File: src/hdl/sort_pkg.sv
`default_nettype none

package sort_pkg;

	//////////////////////////////
	// widths

	localparam int COORD_W = 8;   // grid is 256 x 256
	localparam int COST_W = 16;   // worst case cost is 7140
	localparam int INDEX_W = 9;   // 0 to 400 inclusive

	//////////////////////////////
	// open list

	localparam int OPEN_DEPTH = 400;

	//////////////////////////////
	// octile step weights

	localparam int STRAIGHT_STEP = 10;
	localparam int DIAGONAL_STEP = 14;   // about 10 * sqrt(2)

	typedef logic [COORD_W-1:0] coord_t;
	typedef logic [COST_W-1:0] cost_t;
	typedef logic [INDEX_W-1:0] index_t;

endpackage

`default_nettype wire

File: src/hdl/octile_cost.sv
`timescale 1ns/1ps
`default_nettype none

module octile_cost import sort_pkg::*;
(
	input  coord_t node_x,
	input  coord_t node_y,
	input  coord_t start_x,
	input  coord_t start_y,
	input  coord_t goal_x,
	input  coord_t goal_y,
	output cost_t  cost
);

	coord_t dx_start;
	coord_t dy_start;
	coord_t dx_goal;
	coord_t dy_goal;
	cost_t  dist_start;
	cost_t  dist_goal;

	function automatic coord_t abs_diff(input coord_t a, input coord_t b);
		return (a > b) ? a - b : b - a;
	endfunction

	// diagonal steps cover the short leg, straight steps the rest
	function automatic cost_t octile(input coord_t dx, input coord_t dy);
		coord_t small_d;
		coord_t large_d;
		small_d = (dx < dy) ? dx : dy;
		large_d = (dx < dy) ? dy : dx;
		return cost_t'(DIAGONAL_STEP) * cost_t'(small_d)
			+ cost_t'(STRAIGHT_STEP) * cost_t'(large_d - small_d);
	endfunction

	assign dx_start = abs_diff(node_x, start_x);
	assign dy_start = abs_diff(node_y, start_y);
	assign dx_goal = abs_diff(node_x, goal_x);
	assign dy_goal = abs_diff(node_y, goal_y);

	assign dist_start = octile(dx_start, dy_start);   // g part
	assign dist_goal = octile(dx_goal, dy_goal);      // h part

	assign cost = dist_start + dist_goal;   // max 7140, no overflow

endmodule

`default_nettype wire

File: config.mk
export PLATFORM = sky130hd
export DESIGN_NAME = octile_cost
export DESIGN_NICKNAME = d
export VERILOG_FILES = /design/src/hdl/sort_pkg.sv /design/src/hdl/octile_cost.sv
export SDC_FILE = /design/constraint.sdc
export NUM_CORES = 1
export LEC_CHECK = 0
export BUFFER_PORTS_ARGS = -buffer_cell sky130_fd_sc_hd__buf_2
export CORE_UTILIZATION = 62
export DETAILED_ROUTE_END_ITERATION = 10
export GPL_ROUTABILITY_DRIVEN = 0
export PLACE_DENSITY = 0.83
export SETUP_SLACK_MARGIN = 0.2
export SYNTH_ARGS = -nofsm -noshare
export SYNTH_HDL_FRONTEND = slang
export SYNTH_SLANG_ARGS = --single-unit
File: constraint.sdc
create_clock -name vclk -period 42.3
set_clock_uncertainty 0.2 [all_clocks]
set_input_delay 6.345 -clock vclk [all_inputs]
set_output_delay 6.345 -clock vclk [all_outputs]
set_load 0.02 [all_outputs]
==> results.yml <==
grt:
  track_usage: 0.3040
  grt_max_degree: 28
  grt_pass1_wl_um: 29280
  grt-ovfl-total: 0
  grt_antenna_before_repair: 1
  grt_pass1_vias: 6416
floorplanning:
  row_count: 38
  die_w_um: 109.5
  start_util: 0.6501
  core_area_um2: 11030
  die_area_um2: 12000
  fp.dieH_um: 109.5
  ios: 64
critical_path:
  critPathRequiredTime_ns: 35.75
  critical_path_class: "in -> out"
  cpPeakStageDelay_ns: 0.61
  crit_path_end_kind: "output port"
  arrival_ns: 17.10
  cp-startpoint: "node_x[0]"
  cp-start-kind: "input pin"
  crit_slowest_cell: "o21ai_0"
  crit_fanout: 17
timing:
  tns_ns: 0
  relSlewSlack: 0.3567
  finalMaxSlewViolations: 0
  worst_slew_pin_slew_ns: 0.9548
  grt_setup_unrepaired: "false"
  setup-violations-final: 0
  post-route-min-period_ns: 23.64
  fmax_ghz: 0.04230
  hold_viol_final: 0
  finalCritPeriodShare: 0.5589
cells_and_area:
  n_antenna_cell: 0
  area.sequential_um2: 0
  nClkBuffers: 0
  nFlopsAndLatches: 0
  syn2layout_area_growth_pct: 5.985
  drive_above_1_share: 0.1101
  fill_cells: 950
  nets: 1216
routing:
  routedWlPerCell_um: 15.71
  drc_errors: 0
  ant_nets: 0
  drt-total-wl_um: 17470
  drtIter0Drc: 456
  avgViaCountPerCell: 6.028
  dr.pass1.iters: 5
  vias: 6703
worst_hold_path:
  min_from: "start_y[0]"
  holdPathStages: 6
  min_to: "cost[1]"
  hold_class: "in -> out"
synth:
  yosys_warnings: 0
  ys_seq_area_frac: 0
  synth_area_leaders: "ha_1 26%, fa_1 13%, inv_1 7.4%"
  yosysMostFrequentCell: "ha_1"
  synthTopCellsByCount: "147 x ha_1, 142 x inv_1, 74 x a21oi_1"
  syn_nets: 1162
  synth_area_um2: 7171
  yosysTopAreaCellShare: 0.2565
  synth.avg_cell_area_um2: 7.794
  synth_largest_area_cell: "ha_1"
  postSynthCellCount: 920
  synthDistinctLibCells: 79
job:
  maxCapViolations: 0
placed_design:
  dpl.hpwl_um: 15270
  place.port_buffers: 63
clock_tree:
  cts_resized: 0
  ctsHoldBuffers: 0
  cts_setup_buffers: 0
outcome:
  status: "completed"
==> final cells by class <==
type               instances  area [um2]  share of cell area
inverters                142       533.0             0.07013
multi-input cells        766        6569              0.8643
well taps                140       175.2             0.02305
repair buffers            64       322.8             0.04248
==> layer usage <==
layer	vias up	global-route usage	wire, um
li1	3332	-	-
met1	3112	0.3966	8113
met2	220	0.5413	8042
met3	37	0.02845	930
met4	2	0.06667	362
met5	-	0	15
==> how the worst max path moves through the flow <==
stage,end,slack (ns)
after floorplan,cost[15],19.90
after global placement,cost[15],18.88
after detailed placement,cost[15],18.79
after CTS,cost[15],18.74
after global routing,cost[15],17.78
final,cost[15],18.66
==> stage by stage <==
step | util | setup WS [ns] | cells | instance area [um2] | hold WS (ns)
6_report | 0.6890 | 18.66 | 1112 | 7600 | 13.48
5_1_grt | 0.6890 | 17.78 | 1112 | 7600 | 13.54
4_1_cts | 0.6890 | 18.74 | 1112 | 7600 | 13.47
3_5_place_dp | 0.6890 | 18.79 | 1112 | 7600 | 13.47
3_3_place_gp | 0.6890 | 18.88 | 1112 | 7600 | 13.44
2_1_floorplan | - | 19.90 | 920 | 7171 | 13.12
==> cell families after synthesis <==
group | count (synthesis) | share of synthesized area
adder cells (fa/ha/maj) | 195 | 0.3893
XOR/XNOR | 67 | 0.08480
AO/OA/AOI/OAI | 267 | 0.2549
AND/OR/NAND/NOR | 212 | 0.1508
other | 1 | 0.0005230
buffers and inverters | 154 | 0.08393
multiplexers | 24 | 0.03577
==> worst max-delay path: cells and delay by family <==
kind	cells	cell delay [ns]
AO/OA/AOI/OAI	20	4.93
XOR/XNOR	6	1.12
adder cells (fa/ha/maj)	9	3.43
buffers and inverters	5	0.47
AND/OR/NAND/NOR	5	0.75
==> cell usage in the layout, fill, tap and decap left out, types with 9 or more instances in the layout <==
cell / Yosys / final
ha_1: 147 / 147
inv_1: 142 / 142
a21oi_1: 74 / 74
nor2_1: 66 / 66
buf_2: 4 / 63
fa_1: 47 / 47
xnor2_1: 44 / 44
nand2_1: 42 / 42
o21ai_0: 37 / 37
a21o_1: 30 / 30
xor2_1: 21 / 21
o21bai_1: 18 / 18
nand3_1: 15 / 15
nor3_1: 14 / 14
mux2i_1: 14 / 14
nand4_1: 13 / 13
a211oi_1: 11 / 11
nor2b_1: 11 / 11
a31oi_1: 10 / 10
o21a_1: 9 / 9
nand2b_1: 9 / 9
mux2_2: 9 / 9
Power is left out: the tool's default activity adds up to more than one toggle a clock period on the data nets, which glitch-free logic cannot reach.
