File: config.mk
export PLATFORM = sky130hd
export DESIGN_NAME = bubble_sorter
export DESIGN_NICKNAME = d
export VERILOG_FILES = /design/src/hdl/sort_pkg.sv /design/src/hdl/bubble_sorter.sv
export SDC_FILE = /design/constraint.sdc
export NUM_CORES = 1
export LEC_CHECK = 0
export ABC_AREA = 1
export BUFFER_PORTS_ARGS = -buffer_cell sky130_fd_sc_hd__buf_4
export CAP_MARGIN = 20
export CORE_UTILIZATION = 30
export DETAILED_ROUTE_END_ITERATION = 8
export PLACE_DENSITY = 0.63
export SYNTH_ARGS = -nofsm -noshare
export SYNTH_HDL_FRONTEND = slang
export SYNTH_SLANG_ARGS = --single-unit
File: constraint.sdc
create_clock -name Clk -period 2.3 [get_ports Clk]
set_clock_uncertainty 0.2 [all_clocks]
set_input_delay 0.23 -clock Clk [delete_from_list [all_inputs] [get_ports Clk]]
set_output_delay 0.23 -clock Clk [all_outputs]
set_load 0.03 [all_outputs]
File: src/hdl/sort_pkg.sv
`default_nettype none

package sort_pkg;

	//////////////////////////////
	// widths

	localparam int COORD_W = 8;   // grid is 256 x 256
	localparam int COST_W = 16;   // worst case cost is 7140
	localparam int INDEX_W = 9;   // 0 to 400 inclusive

	//////////////////////////////
	// open list

	localparam int OPEN_DEPTH = 400;

	//////////////////////////////
	// octile step weights

	localparam int STRAIGHT_STEP = 10;
	localparam int DIAGONAL_STEP = 14;   // about 10 * sqrt(2)

	typedef logic [COORD_W-1:0] coord_t;
	typedef logic [COST_W-1:0] cost_t;
	typedef logic [INDEX_W-1:0] index_t;

endpackage

`default_nettype wire

File: src/hdl/bubble_sorter.sv
`timescale 1ns/1ps
`default_nettype none

module bubble_sorter import sort_pkg::*;
(
	input  logic   Clk,
	input  logic   Reset,
	input  logic   start,
	input  index_t entry_count,
	input  coord_t start_x,
	input  coord_t start_y,
	input  coord_t goal_x,
	input  coord_t goal_y,
	input  cost_t  left_cost,
	input  cost_t  right_cost,
	output index_t pair_index,
	output logic   swap,
	output logic   busy,
	output logic   done,
	output coord_t held_start_x,
	output coord_t held_start_y,
	output coord_t held_goal_x,
	output coord_t held_goal_y
);

	typedef enum logic [1:0]
	{
		S_IDLE,
		S_COMPARE,
		S_SWAP,
		S_NEXT
	} state_t;

	state_t state;
	index_t count_q;
	index_t count_in;
	logic   swapped;   // any exchange in the current pass
	logic   accept;
	logic   pass_end;

	assign accept = start && !busy;
	assign count_in = (entry_count > index_t'(OPEN_DEPTH)) ? index_t'(OPEN_DEPTH) : entry_count;

	// last pair is count minus 2, also true for counts 0 and 1
	assign pass_end = (pair_index + index_t'(2)) >= count_q;

	assign swap = (state == S_SWAP);

	//////////////////////////////
	// pass and compare FSM

	always_ff @(posedge Clk or posedge Reset)
	begin
		if (Reset)
		begin
			state <= S_IDLE;
			count_q <= '0;
			pair_index <= '0;
			swapped <= 1'b0;
			busy <= 1'b0;
			done <= 1'b0;
		end
		else
		begin
			case (state)
			S_IDLE:
			begin
				if (accept)
				begin
					count_q <= count_in;
					pair_index <= '0;
					swapped <= 1'b0;
					busy <= 1'b1;
					done <= 1'b0;
					// short lists skip straight to the end of pass check
					state <= (count_in < index_t'(2)) ? S_NEXT : S_COMPARE;
				end
			end
			S_COMPARE:
			begin
				if (left_cost > right_cost)   // strict, keeps ties in load order
					state <= S_SWAP;
				else
					state <= S_NEXT;
			end
			S_SWAP:
			begin
				swapped <= 1'b1;   // memory exchanges on this edge
				state <= S_NEXT;
			end
			S_NEXT:
			begin
				if (!pass_end)
				begin
					pair_index <= pair_index + index_t'(1);
					state <= S_COMPARE;
				end
				else if (swapped)
				begin
					pair_index <= '0;   // another pass
					swapped <= 1'b0;
					state <= S_COMPARE;
				end
				else
				begin
					busy <= 1'b0;
					done <= 1'b1;
					state <= S_IDLE;
				end
			end
			default:
			begin
				state <= S_IDLE;
			end
			endcase
		end
	end

	//////////////////////////////
	// points held for the whole sort

	always_ff @(posedge Clk)
	begin
		if (state == S_IDLE && accept)
		begin
			held_start_x <= start_x;
			held_start_y <= start_y;
			held_goal_x <= goal_x;
			held_goal_y <= goal_y;
		end
	end

	assert property (@(posedge Clk) disable iff (Reset) !(busy && done));

	// the memory must never be asked to exchange past the loaded entries
	assert property (@(posedge Clk) disable iff (Reset)
		swap |-> ((pair_index + index_t'(1)) < count_q));

endmodule

`default_nettype wire

==> impl_metrics.py, run 1 <==
metrics = {
    "power_and_ir_drop": {
        "swShare_pct": 39.1,
        "intPower_uw": 2280,
        "clock_power_share_pct": 13.9,
        "power.share.combinational_pct": 50.0,
        "ir_worst_vdd_mv": 0.301,
        "p_leak_uw": 0.00243,
        "power.share.sequential_pct": 36.1,
        "power.switching_uw": 1470,
        "powerDensity_nw_per_um2": 755,
    },
    "floorplan": {
        "start_util_pct": 31.2,
        "dieArea_sq_um": 10600,
        "io_pins": 120,
        "dieWidth_microns": 103,
        "rows": 36,
        "die_h_microns": 103,
        "core_area_sq_um": 9820,
    },
    "sta": {
        "timing.final.crit_share_pct": 105,
        "hold_slack_ns": 0.00630,
        "fin_ws_ns": -0.108,
        "finalHoldViolCount": 0,
        "clock.fmax_ghz": 0.415,
        "setup_viol": 13,
        "drv_slew": 0,
        "worst_slew_pin_slew_ns": 0.440,
        "rsz0062_at_grt": "yes",
        "relSlewSlack_pct": 70.5,
        "post-route-min-period_ns": 2.41,
    },
    "status": {
        "violations": "setup timing",
        "outcome": "finished with violations",
    },
    "layout": {
        "final_area_sq_um": 4970,
        "fillers": 869,
        "fin_util_pct": 50.6,
        "multi_input_area_sq_um": 1390,
        "area_delta_synth_final_pct": 62.1,
        "n_antenna_cell": 0,
        "stdcell_count": 638,
        "layout_common_cells": "buf_4, nand2_1, inv_1",
        "ff_latch_area_sq_um": 1540,
        "final_common_cell": "buf_4",
        "nets": 612,
        "drive_above_1_share_pct": 40.4,
    },
    "detailed_routing": {
        "dr.first_iter.drc_count": 64,
        "drt_wl_total_microns": 7800,
        "vias_per_cell": 4.40,
        "dr.pass1.iters": 4,
        "wl_per_cell_microns": 12.2,
        "drtAntennaViolNets": 0,
        "vias": 2807,
        "drc": 0,
    },
    "placement": {
        "portBuffers": 119,
        "place_area_sq_um": 4290,
        "routabilityCongestion": 0.835,
        "dp.final_hpwl_microns": 5620,
        "dp.cells": 583,
    },
    "synthesis": {
        "synthCells": 313,
        "async_reset_ff_share_pct": 41.8,
        "synth_ff_type": "edfxtp_1",
        "yosysUniqueCellTypes": 35,
        "synth-edff-count": 32,
        "ys_seq_area_share_pct": 50.1,
        "syn-num-nets": 421,
        "synth_seq_cells": 55,
        "ys_warn_count": 0,
        "syn_area_sq_um": 3060,
        "synth_area_per_cell_sq_um": 9.79,
    },
    "cts": {
        "cts_tree": "yes",
        "clock_latency_ns": 0.31,
        "clkSlewWorstSetupHoldPaths_ns": 0.10,
        "clock-root-buffer": "clkbuf_8",
        "cts_buffers": 5,
        "max-clock-path-buffers": 2,
        "cts.sinks": 55,
        "htree_levels": 2,
    },
    "worst_setup_path": {
        "endpoint_kind": "register",
        "crit_family": "compound AO/OA/AOI/OAI gates",
        "cp_slowest_cell": "dfrtp_2",
        "max_stage_delay_ns": 0.46,
        "crit_fanout": 9,
        "crit_type": "reg -> reg",
        "path_buf_inv": 3,
        "cp.required_ns": 2.30,
        "arrival_ns": 2.41,
        "start_kind": "register",
        "path_cells": "ha_4 > nand2_4 > inv_4 > a21oi_2 > a21oi_2 > ha_1 > nand2_1 > clkinv_2 > a21oi_4 > nand2_2 > nand3_4 > o21ai_4 > buf_12 > nand2_1 > o21ai_2",
    },
    "job": {
        "maxCapViolCount": 0,
    },
    "grt": {
        "grt_first_pass_wirelength_microns": 12400,
        "grt_antenna_before_repair": 0,
        "grt_overflow": 0,
        "grt_max_degree": 33,
        "grt_usage_pct": 15.3,
        "grt_pass1_vias": 2759,
    },
    "min_path": {
        "hold_class": "in -> reg",
    },
}
-- metal layers --
metal	track usage, %	vias to the layer above	part of all wire (%)
met4	5.53	0	1.7
li1	-	1420	-
met5	0	-	0
met1	16.3	1274	40
met3	3.25	10	7.2
met2	29.3	103	51
-- cells by family (layout without fill, tap and decap cells) --
group,after synthesis,in the layout,share of synthesized area (%)
simple gates,110,111,16.5
buf+inv,63,254,8.33
flops,55,55,50.1
compound gates,47,47,10.3
fa+ha+maj,32,32,13.1
xor+xnor,6,6,1.71
-- what timing repair did --
action | in CTS | in global routing
hold endpoints to repair | 46 | 0
hold buffers | 38 | 0
pin swaps | 7 | 3
gates cloned | 2 | 0
setup endpoints to repair | 13 | 13
buffers inserted | 4 | 3
gates resized for setup | 21 | 8
-- cell type report --
class	count	share of cell area [%]
Timing Repair Buffer	187	31.2
Sequential cell	55	31.1
Multi-Input combinational cell	196	28.0
Inverter	59	4.61
Tap cell	133	3.35
Clock buffer	6	1.46
Clock inverter	2	0.252
-- worst min-delay path, delay by kind of cell --
family	cells	cell delay, ns
buf+inv	2	0.17
compound gates	1	0.08
-- path summary, 6_finish.rpt --
path / startpoint / endpoint / slack, ns / cells past startpoint
max reg2reg: pair_index[2] / pair_index[4] / -0.11 / 15
min: entry_count[8] / count_q[8] / 0.006 / 3
min reg2reg: swapped / swapped / 0.29 / 2
max in group asynchronous: Reset / count_q[6] / 1.09 / 4
min in group asynchronous: Reset / pair_index[8] / 0.25 / 3
max: pair_index[2] / pair_index[4] / -0.11 / 15
-- state kept, by name, indices dropped and copies added (netlist names) --
name,cells
held_start_y,8
pair_index,9
count_q,9
held_start_x,8
state,2
held_goal_y,8
done,1
swapped,1
held_goal_x,8
busy,1
-- power groups by stage --
stage                     Combinational, uW  Clock (uW)  Sequential, uW
final                                  1870         522            1350
after global routing                   2090         571            1380
after CTS                              1870         543            1350
after detailed placement               1510           0            1370
after global placement                 1490           0            1370
after floorplan                         856           0            1540
-- stage by stage --
step / setup TNS (ns) / setup slack, ns / total power [uW]
floorplan: -1.33 / -0.160 / 2400
detailed placement: -3.45 / -0.328 / 2880
global route: -2.56 / -0.221 / 4040
global placement: -2.72 / -0.246 / 2860
finish: -1.06 / -0.108 / 3750
CTS: -1.19 / -0.125 / 3760
-- synthesized netlist by cell type, types with 2 or more instances --
cell type | number | area, sq um
nand2_2 | 2 | 12.5
o22ai_1 | 2 | 12.5
nor2_1 | 14 | 52.6
o21ai_2 | 10 | 87.6
nand2_1 | 63 | 236
o21ai_0 | 10 | 50.1
dfrtp_1 | 23 | 576
xor2_1 | 6 | 52.6
nand3b_1 | 2 | 15.0
or2_0 | 2 | 12.5
nand4_1 | 8 | 50.1
clkinv_1 | 3 | 11.3
ha_1 | 32 | 400
a21oi_1 | 17 | 85.1
inv_1 | 55 | 206
nand3_1 | 13 | 65.1
edfxtp_1 | 32 | 961
nand3_2 | 2 | 20.0
No activity file was read; power rests on OpenSTA's default activity.
==> run 2, diff against run 1 <==
--- a/config.mk
+++ b/config.mk
@@ -12,3 +12,3 @@
 export DETAILED_ROUTE_END_ITERATION = 8
-export PLACE_DENSITY = 0.63
+export PLACE_DENSITY = 0.61
 export SYNTH_ARGS = -nofsm -noshare
==> constraint.sdc (replaced) <==
create_clock -name Clk -period 2.6 [get_ports Clk]
set_clock_uncertainty 0.2 [all_clocks]
set_input_delay 0.26 -clock Clk [delete_from_list [all_inputs] [get_ports Clk]]
set_output_delay 0.26 -clock Clk [all_outputs]
set_load 0.02 [all_outputs]
==> run 2 against run 1 <==
The flow now finishes without violations. Final cell count decreased by 3.4%. Power decreased by 15%. Sequential share of layout area increased by 1.6 points. First-iteration DRC count increased by 66%.
==> impl_metrics.py, run 2 (synthesis gave the netlist of run 1 again) <==
metrics = {
    "status": {
        "outcome": "complete, no violations",
    },
    "detailed_routing": {
        "drtAntennaViolNets": 0,
        "vias_per_cell": 4.47,
        "dr.pass1.iters": 4,
        "vias": 2756,
        "drc": 0,
        "dr.first_iter.drc_count": 106,
        "wl_per_cell_microns": 12.6,
        "drt_wl_total_microns": 7790,
    },
    "grt": {
        "grt_antenna_before_repair": 0,
        "grt_pass1_vias": 2650,
        "use_met2_pct": 28.2,
        "busiest_layer": "met2",
        "grt_max_degree": 41,
        "met3_usage_pct": 3.39,
        "grt_overflow": 0,
        "gr-usage-met1_pct": 15.5,
        "grt_first_pass_wirelength_microns": 12000,
        "grt_usage_pct": 14.7,
    },
    "layout": {
        "nets": 591,
        "final_common_cell": "buf_4",
        "fin_util_pct": 48.1,
        "drive_above_1_share_pct": 36.4,
        "stdcell_count": 616,
        "fillers": 888,
        "reg_top3": "count_q x9, pair_index x9",
        "n_antenna_cell": 0,
        "area_delta_synth_final_pct": 54.1,
        "layout_common_cells": "buf_4, nand2_1, inv_1",
    },
    "cts": {
        "clkSlewWorstSetupHoldPaths_ns": 0.10,
        "max-clock-path-buffers": 2,
        "htree_levels": 2,
        "cts_buffers": 5,
        "clock_latency_ns": 0.31,
        "cts.sinks": 55,
        "clock-root-buffer": "clkbuf_8",
        "cts_tree": "yes",
    },
    "power_and_ir_drop": {
        "p_leak_uw": 0.00229,
        "power.switching_uw": 1170,
        "power.share.sequential_pct": 37.6,
        "powerDensity_nw_per_um2": 672,
        "clock_power_share_pct": 17.5,
        "swShare_pct": 36.8,
        "intPower_uw": 2000,
        "total_power_uw": 3170,
        "ir_worst_vdd_mv": 0.257,
        "power.share.combinational_pct": 44.9,
    },
    "worst_setup_path": {
        "endpoint_kind": "register",
        "crit_family": "simple AND/OR/NAND/NOR gates",
        "start_kind": "register",
        "path_buf_inv": 1,
        "arrival_ns": 2.48,
        "cp.required_ns": 2.60,
        "crit_fanout": 9,
        "max_stage_delay_ns": 0.41,
        "cp_slowest_cell": "dfrtp_1",
        "path_cells": "ha_2 > nand2_1 > nor2_1 > xor2_1 > ha_1 > nand2_1 > nand2_1 > a21oi_2 > nand3_2 > nand3_4 > o21ai_4 > clkbuf_16 > o21ai_2",
        "crit_path_frequent_cell": "nand2_1",
        "crit_type": "reg -> reg",
    },
    "floorplan": {
        "dieArea_sq_um": 10600,
        "io_pins": 120,
        "die_h_microns": 103,
        "dieWidth_microns": 103,
        "core_area_sq_um": 9820,
        "rows": 36,
        "start_util_pct": 31.2,
    },
    "sta": {
        "post-route-min-period_ns": 2.48,
        "timing.final.crit_share_pct": 95.3,
        "clock.fmax_ghz": 0.404,
        "drv_slew": 0,
        "finalSetupTns_ns": 0,
        "worst_slew_pin_slew_ns": 0.358,
        "hold_slack_ns": 0.00449,
        "relSlewSlack_pct": 76.0,
        "setup_viol": 0,
        "finalHoldViolCount": 0,
    },
    "placement": {
        "dp.cells": 573,
        "dp.final_hpwl_microns": 5520,
        "portBuffers": 119,
        "routabilityCongestion": 0.854,
    },
    "min_path": {
        "hold_class": "in -> reg",
    },
    "job": {
        "maxCapViolCount": 0,
    },
}
==> run 2: worst paths after layout <==
| path | from | end | slack, ns | cells past startpoint |
|---|---|---|---|---|
| worst min register to register | count_q[7] | count_q[7] | 0.30 | 2 |
| worst min-delay path | entry_count[0] | count_q[0] | 0.004 | 3 |
| worst max register to register | pair_index[2] | pair_index[5] | 0.12 | 13 |
| max in group asynchronous | Reset | pair_index[3] | 1.60 | 4 |
| min in group asynchronous | Reset | pair_index[4] | 0.35 | 4 |
| worst max-delay path | pair_index[2] | pair_index[5] | 0.12 | 13 |
==> run 2: final cells by class <==
| type | instances | area, sq um | area share (%) |
|---|---|---|---|
| clock buffers | 5 | 68.8 | 1.46 |
| clock inverters | 2 | 37.5 | 0.795 |
| inverters | 59 | 221 | 4.69 |
| multi-input cells | 195 | 1310 | 27.7 |
| flip-flops and latches | 55 | 1540 | 32.6 |
| well taps | 133 | 166 | 3.53 |
| repair buffers | 167 | 1380 | 29.2 |
==> run 2: power groups by stage <==
stage	logic (uW)	registers, uW	clock network (uW)
6_report	1420	1190	555
5_1_grt	1590	1210	614
4_1_cts	1350	1190	579
3_5_place_dp	1250	1210	0
3_3_place_gp	1230	1200	0
2_1_floorplan	746	1310	0
==> run 2: timing repair <==
action | in CTS | in global routing
endpoints found under the setup margin | 9 | 12
buffers inserted | 1 | 1
pin swaps | 1 | 5
cloned | 0 | 1
endpoints found under the hold margin | 55 | 0
hold buffers | 33 | 0
gates resized for setup | 0 | 15
==> run 2: layer usage <==
layer / wire length, microns / share of wire (%)
met5: 0 / 0
met4: 152 / 2.0
met3: 578 / 7.4
met2: 3900 / 50
met1: 3160 / 41
==> run 2: worst reg2reg max path, cell delays in order (launching register included) <==
cell and delay (ns):
dfrtp_1 0.41, ha_2 0.21, nand2_1 0.08, nor2_1 0.18
xor2_1 0.19, ha_1 0.18, nand2_1 0.06, nand2_1 0.08
a21oi_2 0.08, nand3_2 0.11, nand3_4 0.10, o21ai_4 0.22
clkbuf_16 0.21, o21ai_2 0.05
==> run 2: through the flow <==
stage	worst slack, ns	area (sq um)
2_1_floorplan	0.0653	3060
3_3_place_gp	-0.0142	4190
3_5_place_dp	-0.0701	4190
4_1_cts	0.0314	4650
5_1_grt	-0.0513	4720
6_report	0.122	4720
==> run 3, diff against run 2 <==
Settings changed: ABC_CLOCK_PERIOD_IN_PS from default to 2500, CELL_PAD_IN_SITES_DETAIL_PLACEMENT from default to 1, CELL_PAD_IN_SITES_GLOBAL_PLACEMENT from default to 2, CORE_UTILIZATION 30 to 29, PLACE_DENSITY 0.61 to 0.88.
Clock period 2.6 ns to 2.5 ns, I/O delays scaled along.
==> run 3 against run 2 <==
Final area up 3.1%. Wire length up 18%. Fmax down 1.3%. Global-route usage up 2.8 points. The run now ends with hold timing, setup timing left. Critical path depth up 2. Critical path type unchanged. Largest power group unchanged.
==> impl_metrics.py, run 3 (synthesis gave the netlist of run 1 again) <==
metrics = {
    "status": {
        "outcome": "finished with violations",
        "violations": "hold timing, setup timing",
    },
    "floorplan": {
        "die_h_microns": 105,
        "dieWidth_microns": 105,
        "core_area_sq_um": 10300,
        "io_pins": 120,
        "rows": 37,
        "dieArea_sq_um": 11000,
        "start_util_pct": 29.8,
    },
    "detailed_routing": {
        "dr.first_iter.drc_count": 107,
        "drc": 0,
        "drt_wl_total_microns": 9190,
        "dr.max_layer_used": "met4",
        "wl_per_cell_microns": 14.5,
        "vias_per_cell": 4.50,
        "vias": 2854,
        "route.met2.wl_microns": 4620,
        "drtAntennaViolNets": 0,
        "wl_met3_microns": 542,
        "dr.pass1.iters": 4,
        "met1_length_microns": 3910,
    },
    "sta": {
        "relSlewSlack_pct": 74.9,
        "rsz0062_at_grt": "yes",
        "worst_slew_pin_slew_ns": 0.375,
        "hold_slack_ns": -0.00310,
        "timing.final.crit_share_pct": 100,
        "drv_slew": 0,
        "finalHoldViolCount": 1,
        "setup_viol": 1,
        "clock.fmax_ghz": 0.398,
        "finalSetupTns_ns": -0.0110,
        "post-route-min-period_ns": 2.51,
        "fin_ws_ns": -0.0110,
    },
    "cts": {
        "clock_latency_ns": 0.31,
        "cts_buffers": 5,
        "clkSlewWorstSetupHoldPaths_ns": 0.10,
        "htree_levels": 2,
        "cts.sinks": 55,
        "max-clock-path-buffers": 2,
        "clock-root-buffer": "clkbuf_8",
        "cts_tree": "yes",
    },
    "worst_setup_path": {
        "cp.required_ns": 2.55,
        "regToRegStartpoint": "pair_index[2]",
        "path_cells": "ha_2 > nand2_2 > inv_2 > a21oi_2 > a21oi_1 > ha_1 > nand2_1 > clkinv_2 > a21oi_4 > nand2_2 > nand3_4 > o21ai_4 > buf_6 > buf_4 > o21ai_2",
        "crit_fanout": 4,
        "crit_type": "reg -> reg",
        "arrival_ns": 2.56,
        "crit_path_frequent_cell": "nand2_2",
        "max_stage_delay_ns": 0.43,
        "rr_worst_depth": 15,
        "reg2reg_to": "pair_index[0]",
        "crit_start": "pair_index[2]",
        "start_kind": "register",
        "cp_slowest_cell": "dfrtp_1",
        "endpoint_kind": "register",
        "rrSetupSlack_ns": -0.01,
    },
    "power_and_ir_drop": {
        "power.share.combinational_pct": 46.1,
        "p_leak_uw": 0.00237,
        "power.switching_uw": 1270,
        "clock_power_share_pct": 17.3,
        "powerDensity_nw_per_um2": 699,
        "ir_worst_vdd_mv": 0.299,
        "intPower_uw": 2130,
        "power.share.sequential_pct": 36.6,
        "swShare_pct": 37.4,
    },
    "layout": {
        "drive_above_1_share_pct": 39.8,
        "n_antenna_cell": 0,
        "nets": 605,
        "fillers": 1192,
        "final_common_cell": "buf_4",
        "reg_top3": "count_q x9, pair_index x9",
        "layout_common_cells": "buf_4, nand2_1, inv_1",
        "area_delta_synth_final_pct": 58.8,
    },
    "min_path": {
        "hp-start": "entry_count[0]",
        "holdPathStages": 3,
        "hold_end": "count_q[0]",
        "hold_class": "in -> reg",
    },
    "job": {
        "maxCapViolCount": 0,
    },
    "placement": {
        "dp_slack_ns": -0.160,
        "dp.final_hpwl_microns": 6710,
        "routabilityCongestion": 0.755,
        "portBuffers": 119,
    },
    "grt": {
        "grt_first_pass_wirelength_microns": 15200,
        "grt_pass1_vias": 3105,
        "grt_max_degree": 37,
        "grt_overflow": 0,
        "grt_usage_pct": 17.5,
        "grt_antenna_before_repair": 0,
    },
}
run 3: cell types whose count changed in the layout (fill, tap and decap cells not counted), moves of 2 or more:
cell	change
buf_4	+12
o21ai_1	+2
o21ai_0	-2
nand2_1	-7
nand2_2	+6
buf_6	+3
run 3: metal layers:
layer | vias up | global-route usage [%]
met2 | 98 | 31.3
met4 | 0 | 4.53
met3 | 10 | 3.99
met1 | 1351 | 21.0
met5 | - | 0
li1 | 1395 | -
run 3: cell type report:
cell class	count	area, sq um	area share [%]
multi-input cells	195	1350	27.6
clock inverters	2	37.5	0.771
well taps	136	170	3.50
repair buffers	181	1480	30.4
clock buffers	6	72.6	1.49
flip-flops and latches	55	1540	31.7
inverters	59	223	4.58
run 3: critical path: cells and delay by family, from the launching register on:
kind,cells,cell delay [ns]
AOI/OAI and AO/OA,5,0.52
adders and majority gates,2,0.49
and+or+nand+nor,4,0.41
buffers and inverters,4,0.42
DFF,1,0.43
run 3: worst max path at each step:
| stage | to | slack (ns) | cells past startpoint |
|---|---|---|---|
| floorplan | pair_index[5] | 0.004 | 15 |
| global placement | pair_index[3] | -0.08 | 13 |
| detailed placement | pair_index[8] | -0.16 | 14 |
| CTS | pair_index[2] | 0.01 | 14 |
| global route | pair_index[0] | -0.13 | 15 |
| finish | pair_index[0] | -0.01 | 15 |
run 3: per-stage QoR:
step	hold slack (ns)	instances	utilization, %	instance area [sq um]	power, uW
2_1_floorplan	0.0517	313	-	3070	2130
4_1_cts	0.00138	632	46.8	4810	3350
6_report	-0.00310	634	47.3	4870	3400
3_5_place_dp	0.125	584	41.5	4260	2600
3_3_place_gp	0.124	584	41.5	4260	2540
5_1_grt	0.00214	634	47.3	4870	3640
run 3: power by group through the flow:
stage	sequential, uW	combinational (uW)	clock, uW
after floorplan	1360	776	0
after global placement	1260	1280	0
after detailed placement	1260	1340	0
after CTS	1240	1500	605
after global routing	1270	1730	647
final	1250	1570	589
run 3: timing repair:
action                                 CTS  global route
setup endpoints to repair               12            13
endpoints found under the hold margin   55             0
hold buffers                            33             0
pin swaps                                8             5
setup buffers                            7             2
gates cloned                             0             0
resized for setup                       12            16
